==> config.mk <==
export PLATFORM = sky130hd
export DESIGN_NAME = cache_miss_ctrl
export DESIGN_NICKNAME = d
export VERILOG_FILES = /design/src/cache_pkg.sv /design/src/cache_miss_ctrl.sv
export SDC_FILE = /design/constraint.sdc
export NUM_CORES = 1
export LEC_CHECK = 0
export BUFFER_PORTS_ARGS = -buffer_cell sky130_fd_sc_hd__buf_2
export CORE_AREA = 2 2 147 149
export DETAILED_ROUTE_END_ITERATION = 8
export DIE_AREA = 0 0 149 151
export GPL_ROUTABILITY_DRIVEN = 1
export PLACE_DENSITY = 0.62
export SYNTH_ARGS = -nofsm -noshare
export SYNTH_HDL_FRONTEND = slang
export SYNTH_SLANG_ARGS = --single-unit
==> constraint.sdc <==
create_clock -name CPU_CLK -period 20.7 [get_ports CPU_CLK]
set_input_delay 1.035 -clock CPU_CLK [delete_from_list [all_inputs] [get_ports CPU_CLK]]
set_output_delay 1.035 -clock CPU_CLK [all_outputs]
set_load 0.02 [all_outputs]
==> src/cache_pkg.sv <==
package cache_pkg;

  // ----------------------------------------------------------------------
  // address fields
  // ----------------------------------------------------------------------
  // cache index, virtual bits 9..2
  localparam int idx_w     = 8;
  localparam int idx_lsb   = 2;
  // tlb index, virtual bits 17..10
  localparam int tlb_idx_w = 8;
  localparam int tlb_lsb   = 10;
  // virtual page tag, bits 31..18
  localparam int vtag_w    = 14;
  localparam int vtag_lsb  = 18;
  // physical page and cache tag (physical bits 31..10)
  localparam int ppage_w   = 14;
  localparam int ctag_w    = 22;
  // memory word address, physical bits 31..2
  localparam int word_addr_w = 30;

  localparam int tlb_depth  = 256;
  localparam int line_depth = 256;

  // tlb write data layout
  localparam int tlbw_vtag_lsb  = 16;
  localparam int tlbw_ppage_lsb = 0;

  // ----------------------------------------------------------------------
  // enums
  // ----------------------------------------------------------------------
  typedef enum logic [1:0] {
    OP_READ,
    OP_WRITE,
    OP_TLB_WRITE
  } cpu_op_e;

  typedef enum logic [2:0] {
    S_IDLE,
    S_LOOKUP,
    S_COMPARE,
    S_REFILL_EVEN,
    S_REFILL_ODD,
    S_WRITE_MEM,
    S_RESPOND,
    S_WAIT_DROP
  } miss_state_e;

  // ----------------------------------------------------------------------
  // structs
  // ----------------------------------------------------------------------
  typedef struct packed {
    cpu_op_e     op;
    logic [31:0] addr;
    logic [31:0] wdata;
  } cpu_req_t;

  typedef struct packed {
    logic [31:0] rdata;
    logic        fault;
  } cpu_rsp_t;

  typedef struct packed {
    logic                   we;
    logic [word_addr_w-1:0] addr;
    logic [31:0]            wdata;
  } mem_req_t;

  // translation result handed to the compare stage
  typedef struct packed {
    logic [ppage_w-1:0]   ppage;
    logic                 valid;
    logic                 match;
    logic [tlb_idx_w-1:0] tlb_idx;
  } lookup_t;

endpackage

==> src/cache_miss_ctrl.sv <==
module cache_miss_ctrl import cache_pkg::*;
(
  input  logic               CPU_CLK,
  input  logic               RST,
  input  logic               cpu_req_valid,
  input  cpu_req_t           cpu_req,
  input  logic               hit,
  input  logic [31:0]        hit_data,
  input  logic [ppage_w-1:0] ppage,
  input  logic               tlb_ok,
  input  logic               mem_ack,
  input  logic [31:0]        mem_rdata,
  output logic               cpu_ack,
  output cpu_rsp_t           cpu_rsp,
  output logic               lookup,
  output logic [31:0]        vaddr,
  output logic               tlb_we,
  output logic [31:0]        tlb_wdata,
  output logic               arr_we,
  output logic [idx_w-1:0]   arr_idx,
  output logic [ctag_w-1:0]  arr_tag,
  output logic [31:0]        arr_wdata,
  output logic               mem_req_valid,
  output mem_req_t           mem_req
);

  miss_state_e state;
  cpu_req_t    req_r;
  // strobe delayed to the compare result
  logic [1:0]  lk_pipe;
  logic        decide;
  logic        mem_done;
  logic        mem_idle;
  logic        refill_wr;
  logic        write_hit_wr;

  assign lookup    = (state == S_LOOKUP) && (req_r.op != OP_TLB_WRITE);
  assign tlb_we    = (state == S_LOOKUP) && (req_r.op == OP_TLB_WRITE);
  assign vaddr     = req_r.addr;
  assign tlb_wdata = req_r.wdata;

  assign decide   = (state == S_COMPARE) && lk_pipe[1];
  assign mem_done = mem_req_valid && mem_ack;
  assign mem_idle = !mem_req_valid && !mem_ack;

  // ----------------------------------------------------------------------
  // array write port
  // ----------------------------------------------------------------------
  assign refill_wr    = ((state == S_REFILL_EVEN) || (state == S_REFILL_ODD)) && mem_done;
  assign write_hit_wr = decide && tlb_ok && (req_r.op == OP_WRITE) && hit;

  assign arr_we    = refill_wr || write_hit_wr;
  assign arr_idx   = refill_wr ? {req_r.addr[idx_lsb+1 +: idx_w-1], mem_req.addr[0]}
                               : req_r.addr[idx_lsb +: idx_w];
  assign arr_tag   = {ppage, req_r.addr[tlb_lsb +: tlb_idx_w]};
  assign arr_wdata = refill_wr ? mem_rdata : req_r.wdata;

  // ----------------------------------------------------------------------
  // control FSM
  // ----------------------------------------------------------------------
  always_ff @(posedge CPU_CLK)
  begin
    if (!RST)
    begin
      state         <= S_IDLE;
      lk_pipe       <= 2'b00;
      cpu_ack       <= 1'b0;
      mem_req_valid <= 1'b0;
    end
    else
    begin
      lk_pipe <= {lk_pipe[0], lookup};
      case (state)
        S_IDLE:
          if (cpu_req_valid)
            state <= S_LOOKUP;
        S_LOOKUP:
          state <= (req_r.op == OP_TLB_WRITE) ? S_RESPOND : S_COMPARE;
        S_COMPARE:
          if (decide)
          begin
            if (!tlb_ok)
            begin
              cpu_ack <= 1'b1;
              state   <= S_WAIT_DROP;
            end
            else if (req_r.op == OP_WRITE)
            begin
              mem_req_valid <= 1'b1;
              state         <= S_WRITE_MEM;
            end
            else if (hit)
            begin
              cpu_ack <= 1'b1;
              state   <= S_WAIT_DROP;
            end
            else
            begin
              mem_req_valid <= 1'b1;
              state         <= S_REFILL_EVEN;
            end
          end
        S_REFILL_EVEN:
          if (mem_done)
            mem_req_valid <= 1'b0;
          else if (mem_idle)
          begin
            // even word finished, start the odd one
            mem_req_valid <= 1'b1;
            state         <= S_REFILL_ODD;
          end
        S_REFILL_ODD, S_WRITE_MEM:
          if (mem_done)
            mem_req_valid <= 1'b0;
          else if (mem_idle)
            state <= S_RESPOND;
        S_RESPOND:
        begin
          cpu_ack <= 1'b1;
          state   <= S_WAIT_DROP;
        end
        S_WAIT_DROP:
          if (!cpu_req_valid)
          begin
            cpu_ack <= 1'b0;
            state   <= S_IDLE;
          end
        default:
          state <= S_IDLE;
      endcase
    end
  end

  // ----------------------------------------------------------------------
  // request, response and memory request payload
  // ----------------------------------------------------------------------
  always_ff @(posedge CPU_CLK)
  begin
    if ((state == S_IDLE) && cpu_req_valid)
      req_r <= cpu_req;
    if (tlb_we)
      cpu_rsp <= '{rdata: '0, fault: 1'b0};
    if (decide)
    begin
      if (!tlb_ok)
        cpu_rsp <= '{rdata: '0, fault: 1'b1};
      else if (req_r.op == OP_WRITE)
      begin
        cpu_rsp <= '{rdata: '0, fault: 1'b0};
        mem_req <= '{we: 1'b1, addr: {ppage, req_r.addr[17:2]}, wdata: req_r.wdata};
      end
      else if (hit)
        cpu_rsp <= '{rdata: hit_data, fault: 1'b0};
      else
        mem_req <= '{we: 1'b0, addr: {ppage, req_r.addr[17:3], 1'b0}, wdata: '0};
    end
    if ((state == S_REFILL_EVEN) && mem_idle)
      mem_req.addr[0] <= 1'b1;
    // keep the word the CPU asked for
    if (refill_wr && (mem_req.addr[0] == req_r.addr[2]))
      cpu_rsp <= '{rdata: mem_rdata, fault: 1'b0};
  end

  a_mem_req_stable: assert property (
    @(posedge CPU_CLK) disable iff (!RST)
    (mem_req_valid && !mem_ack) |=> $stable(mem_req)
  );

  a_ack_needs_req: assert property (
    @(posedge CPU_CLK) disable iff (!RST)
    $rose(cpu_ack) |-> $past(cpu_req_valid)
  );

endmodule

==> metrics.md, run 1 <==
| Metric | Value |
|---|---|
| Status | `finished, final reports clean` |
| WL final | `around 21000 um` |
| Fillers | `roughly 1900` |
| Ys flop type | `edfxtp_1` |
| Switching part of the total power | `about a third` |
| RSZ-0062 raised after global routing | `no` |
| Fin crit share | `~18%` |
| Largest cells by area after synthesis | `edfxtp_1 (50%), dfxtp_1 (11%), buf_4 (9.4%)` |
| Mapped Area | `about 7600 um^2` |
| Max Cap Violations | `0` |
| Crit Path Class | `reg2out` |
| CP max FO | `26` |
| Worst-case reg-to-reg path depth | `4` |
| Wirelength per Cell | `~19 um` |
| Layout cells sized above 1 | `between 50% and 60%` |
| Power Internal | `728 uW` |
| Reg-to-Reg Start | `state[1]` |
| Vias per inst | `approximately 4.6` |
| Slowest-stage cell, CP | `dfxtp_1` |
| Crit Reg-Reg Endpoint | `mem_req[14]` |
| Final ANT Viol Nets | `0` |
| GRT Total Usage | `between 10% and 20%` |
| Commonest cells after routing, fill and taps aside | `buf_2 (376), edfxtp_1 (128), dfxtp_1 (41), and2_1 (34)` |
| Post-synthesis sequential area ratio | `approximately 61%` |
| Share of the synthesized area in the top cell type | `between 50% and 60%` |
| Sequential share of power | `between 40% and 50%` |
| Register area | `between 4000 and 5000 um^2` |
| Worst ir drop on vdd | `roughly 0.053 mV` |
| CTS max path bufs | `2` |
| Initial drt markers | `259` |
| Clock power frac | `between 20% and 30%` |
| Site row count | `53` |
| Fin Clk Skew | `just under 7 ps` |
| Setup TNS | `0 ps` |
| Post-synth EDFFs | `about 130` |
| Total number of vias | `5122` |
| Post-route DRC | `0` |
| Max Clk Rate | `262 MHz` |
| Tightest Pin Transition | `about 1100 ps` |
| Netlist cell types | `45` |
| Hold WC Path Type | `reg2reg` |
| Total congestion overflow | `0` |
| Sink Count | `between 150 and 200` |
| DRT Pass-1 Iters | `6` |
| Vias in the first global route | `roughly 5000` |
| Cells after synthesis | `about 530` |
| Power per Cell Area | `around 120 nW/um^2` |
| TritonCTS clock tree | `done` |
| Most common cell after layout, fill and taps aside | `buf_2` |
| Die Footprint | `about 22000 um^2` |
| Area Growth Syn to Fin | `26.9%` |
| CTS Buf Count | `17` |
| Hold Startpoint | `lk_pipe[0]` |
| Hold buffer count at cts | `0` |
| Comb pwr share | `approximately 28%` |
| DP HPWL | `16000 um` |
| Port buffer count | `376` |
| R2R setup slack | `between 15000 and 20000 ps` |
| Initial Utilization | `a little under two fifths` |
| Rel. slew slack | `between 20 and 30%` |
| CP Launch Type | `flip-flop` |
| Die W | `about 150 um` |
| Core area | `between 20000 and 25000 um^2` |
| Initial antenna violation count | `3` |
| Switch Pwr | `389 uW` |
| Num ports | `between 300 and 400` |
| First-pass GRT wire length | `~30000 um` |
| Register bit total from synthesis | `around 170` |
| P_leak | `4.29 nW` |
| CP Launch Point | `state[2]` |
| Final setup violating endpoints | `0` |
| CTS root buf | `clkbuf_16` |
| Net Count, Synth | `a little under 700` |
| Final Hold Fails | `0` |
| Warnings from Yosys | `0` |
| CP required | `19670 ps` |
| Final Max Slew Viols | `0` |
| Post-CTS Setup Repair Bufs | `0` |
| Multi-input gate area | `around 2100 um^2` |
| Gpl congestion | `around 0.85` |
| Nets | `963` |
| Crit path capture | `arr_wdata[11]` |
| Syn_area_per_cell | `14.5 um^2` |
| Skew-Pair Late Insertion Delay | `420 ps` |
| H-tree levels | `4` |
| Fin crit period | `between 3000 and 4000 ps` |
| Largest net degree at the start of global routing | `38` |
| Setup slack after layout | `about 17000 ps` |
| Die Span Y | `151 um` |
| Area leader, netlist | `edfxtp_1` |
| WP data arrival | `about 2800 ps` |
| CTS resizes | `0` |
| Worst-path clk slew | `approximately 70 ps` |
| Crit-path max cell delay | `between 600 and 700 ps` |
| Critical Path, Cell by Cell | `and3b_1, o21ai_4, buf_4, mux2_2, buf_2` |
| Pre-CTS WS | `16970 ps` |
| FFs w/ async S/R, synth | `0%` |
| CP endpoint kind | `output pin` |
[worst max-delay path, delay by kind of cell, from the launching register on]
family,cells,cell delay (ps)
muxes,1,400
buffers and inverters,2,630
AOI/OAI and AO/OA,1,340
DFF,1,690
and+or+nand+nor,1,280
[power by group through the flow]
| stage | combinational, mW | sequential [mW] | clock, mW |
|---|---|---|---|
| after CTS | 0.319 | 0.486 | 0.326 |
| after global placement | 0.317 | 0.493 | 0 |
| after detailed placement | 0.319 | 0.493 | 0 |
| after global routing | 0.338 | 0.494 | 0.342 |
| after floorplan | 0.247 | 0.498 | 0 |
| final | 0.315 | 0.486 | 0.317 |
[per-layer routing]
| layer | global-route usage, % | up-vias | wire, um | share of wire, % |
|---|---|---|---|---|
| met1 | 22.3 | 2458 | 8450 | 40 |
| li1 | - | 2416 | - | - |
| met4 | 5.14 | 0 | 338 | 1.6 |
| met3 | 5.69 | 19 | 1690 | 8.0 |
| met5 | 0 | - | 0 | 0 |
| met2 | 30.9 | 229 | 10700 | 51 |
[logic make-up after synthesis]
group                      count (synthesis)  share of synthesized area (%)
AOI/OAI and AO/OA                         57                           5.95
xor gates and xnor gates                   2                          0.229
adders and majority gates                  2                          0.328
buffers and inverters                    126                           11.3
DFF                                      169                           61.1
muxes                                     98                           15.3
and+or+nand+nor                           74                           5.78
[sequential cells by signal, summed over array words and instances, names as in the netlist]
signal	flops
cpu_ack	1
cpu_rsp	33
req_r	2
tlb_wdata	32
state	3
mem_req	63
lk_pipe	2
mem_req_valid	1
vaddr	32
[cell usage after synthesis (2+ instances only)]
library cell / number
edfxtp_1: 128
buf_4: 96
dfxtp_1: 41
and2_1: 34
mux2_2: 33
mux2i_1: 33
o2bb2ai_1: 32
mux2_4: 29
nand2_1: 12
clkbuf_1: 9
buf_2: 7
inv_1: 7
o21ai_0: 6
a21oi_1: 4
buf_1: 4
nand3_1: 4
nor2b_1: 4
buf_6: 3
mux2_1: 3
nand2b_1: 3
nor2_1: 3
a31oi_1: 2
and3b_1: 2
ha_1: 2
nand4_1: 2
nor3_1: 2
nor3b_1: 2
o211ai_1: 2
o21a_1: 2
o31ai_1: 2
[layout make-up]
type | count | area share (%)
sequential | 169 | 48.1
antenna | 3 | 0.0774
tap | 275 | 3.55
clock inverter | 15 | 1.66
timing repair buffer | 383 | 19.9
clock buffer | 17 | 4.39
inverter | 7 | 0.271
multi-input combinational | 233 | 22.0
[how the worst min path moves through the flow]
stage	endpoint	slack (ps)	cells after the start
after floorplan	lk_pipe[1]	410	1
after global placement	lk_pipe[1]	410	1
after CTS	lk_pipe[1]	440	1
after global routing	lk_pipe[1]	480	1
final	lk_pipe[1]	430	1
after detailed placement	lk_pipe[1]	430	1
[stage by stage]
stage               cell area (um^2)  util, %  total power, mW  hold slack [ps]  cells
floorplan                       7640        -            0.746              412    528
global placement                9100     43.7            0.810              414   1067
detailed placement              9100     43.7            0.812              430   1067
CTS                             9690     46.5             1.13              437   1099
global route                    9690     46.5             1.17              478   1100
finish                          9700     46.6             1.12              432   1102
Power figures use the tool's default switching activity.
==> inputs of run 2 (changes only) <==
Settings changed: ABC_AREA set to 1, CORE_AREA 2 2 147 149 to 2 2 146 148, DIE_AREA 0 0 149 151 to 0 0 148 150, PLACE_DENSITY 0.62 to 0.64.
Clock period 20.7 ns to 3.95 ns, I/O delays scaled along.
==> metrics.md, run 2 <==
| Metric | Value |
|---|---|
| Status | `finished, final reports clean (unchanged)` |
| Total power | `6.52 mW (was 1.12 mW)` |
| Largest cells by area after synthesis | `edfxtp_1 (48%), dfxtp_1 (10%), buf_4 (9.3%) (was edfxtp_1 (50%), dfxtp_1 (11%), buf_4 (9.4%))` |
| Final setup violating endpoints | `0 (unchanged)` |
| Port buffer count | `376 (unchanged)` |
| DRT Pass-1 Iters | `5 (was 6)` |
| Setup slack after layout | `979 ps (was 16890 ps)` |
| Initial Utilization | `38.4% (was 36.7%)` |
| Biggest register | `mem_req (unchanged)` |
| Final Max Slew Viols | `0 (unchanged)` |
| Max Cap Violations | `0 (unchanged)` |
| Post-route DRC | `0 (unchanged)` |
| Wirelength per Cell | `16.4 um (was 19.2 um)` |
| Worst-path clk slew | `70 ps (about the same)` |
| WL final | `24000 um (was 21200 um)` |
| CP dominant cell by count | `nand2_2` |
| DP HPWL | `16400 um (was 16000 um)` |
| Setup TNS | `0 ps (unchanged)` |
| Power per Cell Area | `609 nW/um^2 (was 115 nW/um^2)` |
| Nets | `1327 (was 963)` |
| CP required | `3750 ps (was 19670 ps)` |
| Synthesized-area fraction occupied by adder cells | `0.315% (was 0.328%)` |
| GRT Total Usage | `21.0% (was 18.1%)` |
| Post-synth top cells | `edfxtp_1 (128), nand2_1 (128), nor2_1 (118) (was edfxtp_1 (128), buf_4 (96), dfxtp_1 (41))` |
| CTS max path bufs | `2 (unchanged)` |
| Site row count | `53 (unchanged)` |
| Rel. slew slack | `37.4% (was 28.4%)` |
| CP Launch Type | `flip-flop (unchanged)` |
| Commonest cells after routing, fill and taps aside | `buf_2 (376), edfxtp_1 (128), nand2_1 (127), nor2_1 (117), dlygate4sd3_1 (80) (was buf_2 (376), edfxtp_1 (128), dfxtp_1 (41), and2_1 (34))` |
| Core area | `20700 um^2 (was 20800 um^2)` |
| Total congestion overflow | `0 (unchanged)` |
| Cells after synthesis | `826 (was 528)` |
| RSZ-0062 raised after global routing | `no (unchanged)` |
| Initial drt markers | `380 (was 259)` |
| Vias per inst | `4.59 (was 4.65)` |
| Total number of vias | `6727 (was 5122)` |
| Vias in the first global route | `6477 (was 4874)` |
| Buf+Inv Stages, Crit Path | `3 (was 2)` |
| Layout cells sized above 1 | `39.0% (was 58.6%)` |
| Max reg flops | `63 (unchanged)` |
| Die Span Y | `150 um (was 151 um)` |
| Combinational family with the most area after synthesis | `simple AND/OR/NAND/NOR gates (was multiplexers)` |
| Gpl congestion | `0.869 (was 0.850)` |
| Post-synthesis sequential area ratio | `58.7% (was 61.1%)` |
| Post-synth EDFFs | `128 (unchanged)` |
| Die W | `148 um (was 149 um)` |
| Num ports | `377 (unchanged)` |
| Crit-path max cell delay | `580 ps (was 690 ps)` |
| TritonCTS clock tree | `done (unchanged)` |
| Netlist cell types | `28 (was 45)` |
| Multi-input gate area | `2040 um^2 (was 2130 um^2)` |
| Worst ir drop on vdd | `0.339 mV (was 0.0531 mV)` |
| Hold buffer count at cts | `80 (was 0)` |
| Fin Clk Skew | `14.4 ps (was 6.95 ps)` |
| Hold_ws | `25.3 ps (was 432 ps)` |
| Slowest-stage cell, CP | `dfxtp_1 (unchanged)` |
| Net Count, Synth | `978 (was 680)` |
| P_leak | `5.06 nW (was 4.29 nW)` |
| Fillers | `1940 (was 1934)` |
| CTS Buf Count | `17 (unchanged)` |
| Final ANT Viol Nets | `0 (unchanged)` |
| XOR/XNOR Fraction of Synth Area | `0.110% (was 0.229%)` |
| Largest regs | `mem_req x63, cpu_rsp x33 (unchanged)` |
| Syn_area_per_cell | `9.62 um^2 (was 14.5 um^2)` |
| Tightest Pin Transition | `937 ps (was 1070 ps)` |
| CP endpoint kind | `output pin (unchanged)` |
| Area leader, netlist | `edfxtp_1 (unchanged)` |
| Die Footprint | `22200 um^2 (was 22500 um^2)` |
| Compound-Gate Fraction of Synth Area | `4.85% (was 5.95%)` |
| Register bit total from synthesis | `169 (unchanged)` |
| Critical Path, Cell by Cell | `inv_2, nand2_2, o21ai_2, nand2_2, buf_4, nor2_1, a21oi_1, buf_2 (was and3b_1, o21ai_4, buf_4, mux2_2, buf_2)` |
| Initial antenna violation count | `1 (was 3)` |
| CTS resizes | `0 (unchanged)` |
| WP data arrival | `2770 ps (was 2780 ps)` |
| Largest net degree at the start of global routing | `67 (was 38)` |
| Fin crit period | `2970 ps` |
| Final Hold Fails | `0 (unchanged)` |
| Pre-CTS WS | `1450 ps (was 16970 ps)` |
| Register area | `4660 um^2 (unchanged)` |
| CP max FO | `42 (was 26)` |
| Skew-Pair Late Insertion Delay | `430 ps (was 420 ps)` |
| Area Growth Syn to Fin | `34.7% (was 26.9%)` |
| Fin crit share | `between 70 and 80%` |
| H-tree levels | `4 (unchanged)` |
| Mapped Area | `7950 um^2 (was 7640 um^2)` |
| Hold WC Path Type | `in2reg (was reg2reg)` |
| Warnings from Yosys | `0 (unchanged)` |
| Post-CTS Setup Repair Bufs | `0 (unchanged)` |
| Sink Count | `169 (unchanged)` |
| First-pass GRT wire length | `35200 um (was 29800 um)` |
| Crit Path Class | `reg2out (unchanged)` |
| CTS root buf | `clkbuf_16 (unchanged)` |
| Most common cell after layout, fill and taps aside | `buf_2 (unchanged)` |
| CP delay by family, top | `buffers and inverters (was flip-flops)` |
| Mux share of post-synthesis cell area | `0% (was 15.3%)` |
| Max Clk Rate | `about 340 MHz` |
| Synth Area in Simple Gates | `20.2% (was 5.78%)` |
| Ys flop type | `edfxtp_1 (unchanged)` |
| FFs w/ async S/R, synth | `0% (unchanged)` |
| Share of the synthesized area in the top cell type | `48.4% (was 50.3%)` |
-- run 2: cell types whose count changed after synthesis, moves of 34 or more --
cell / delta
nand2_1: +116
inv_1: +71
a21oi_1: +64
and2_1: -34
nor2_1: +115
nand3_1: +68
-- run 2: routing by layer --
metal | vias to the layer above | global-route usage (%) | wire length [um]
met4 | 0 | 6.05 | 433
met5 | - | 0 | 0
met2 | 291 | 36.4 | 12200
met3 | 31 | 6.04 | 1870
li1 | 3287 | - | -
met1 | 3118 | 25.4 | 9450
-- run 2: logic make-up after synthesis --
family,after synthesis
DFF,169
buffers and inverters,214
xor gates and xnor gates,1
adders and majority gates,2
AOI/OAI and AO/OA,75
and+or+nand+nor,365
-- run 2: metrics by stage --
step           cell area, um^2  utilization (%)  instances
2_1_floorplan             7950                -        826
3_3_place_gp              9300             45.0       1351
3_5_place_dp              9300             45.0       1351
4_1_cts                  10700             51.7       1463
5_1_grt                  10700             51.7       1463
6_report                 10700             51.8       1464
-- run 2: worst paths after layout --
| check | startpoint | endpoint | slack, ps | depth (start not counted) |
|---|---|---|---|---|
| worst max-delay path | state[1] | arr_wdata[21] | 980 | 8 |
| worst min-delay path | mem_rdata[3] | cpu_rsp[4] | 30 | 3 |
| worst max register to register | state[1] | mem_req[5] | 1590 | 7 |
| worst min register to register | lk_pipe[0] | lk_pipe[1] | 430 | 2 |
-- run 2: area by class of cell --
cell class,instances,area share (%)
clock inverters,14,1.64
repair buffers,464,25.7
inverters,80,2.80
clock buffers,18,4.01
flip-flops and latches,169,43.6
well taps,275,3.21
multi-input cells,443,19.0
diodes,1,0.0234
-- run 2: worst min-delay path, stage by stage --
cell     delay (ps)
buf_2            90
nor2_1           40
a21oi_1          90
-- run 2: power breakdown --
| group | total [mW] | internal (mW) | switching (mW) |
|---|---|---|---|
| logic | 2.24 | 0.764 | 1.48 |
| clock network | 1.69 | 0.860 | 0.828 |
| registers | 2.59 | 2.35 | 0.244 |
| total | 6.52 | 3.97 | 2.55 |
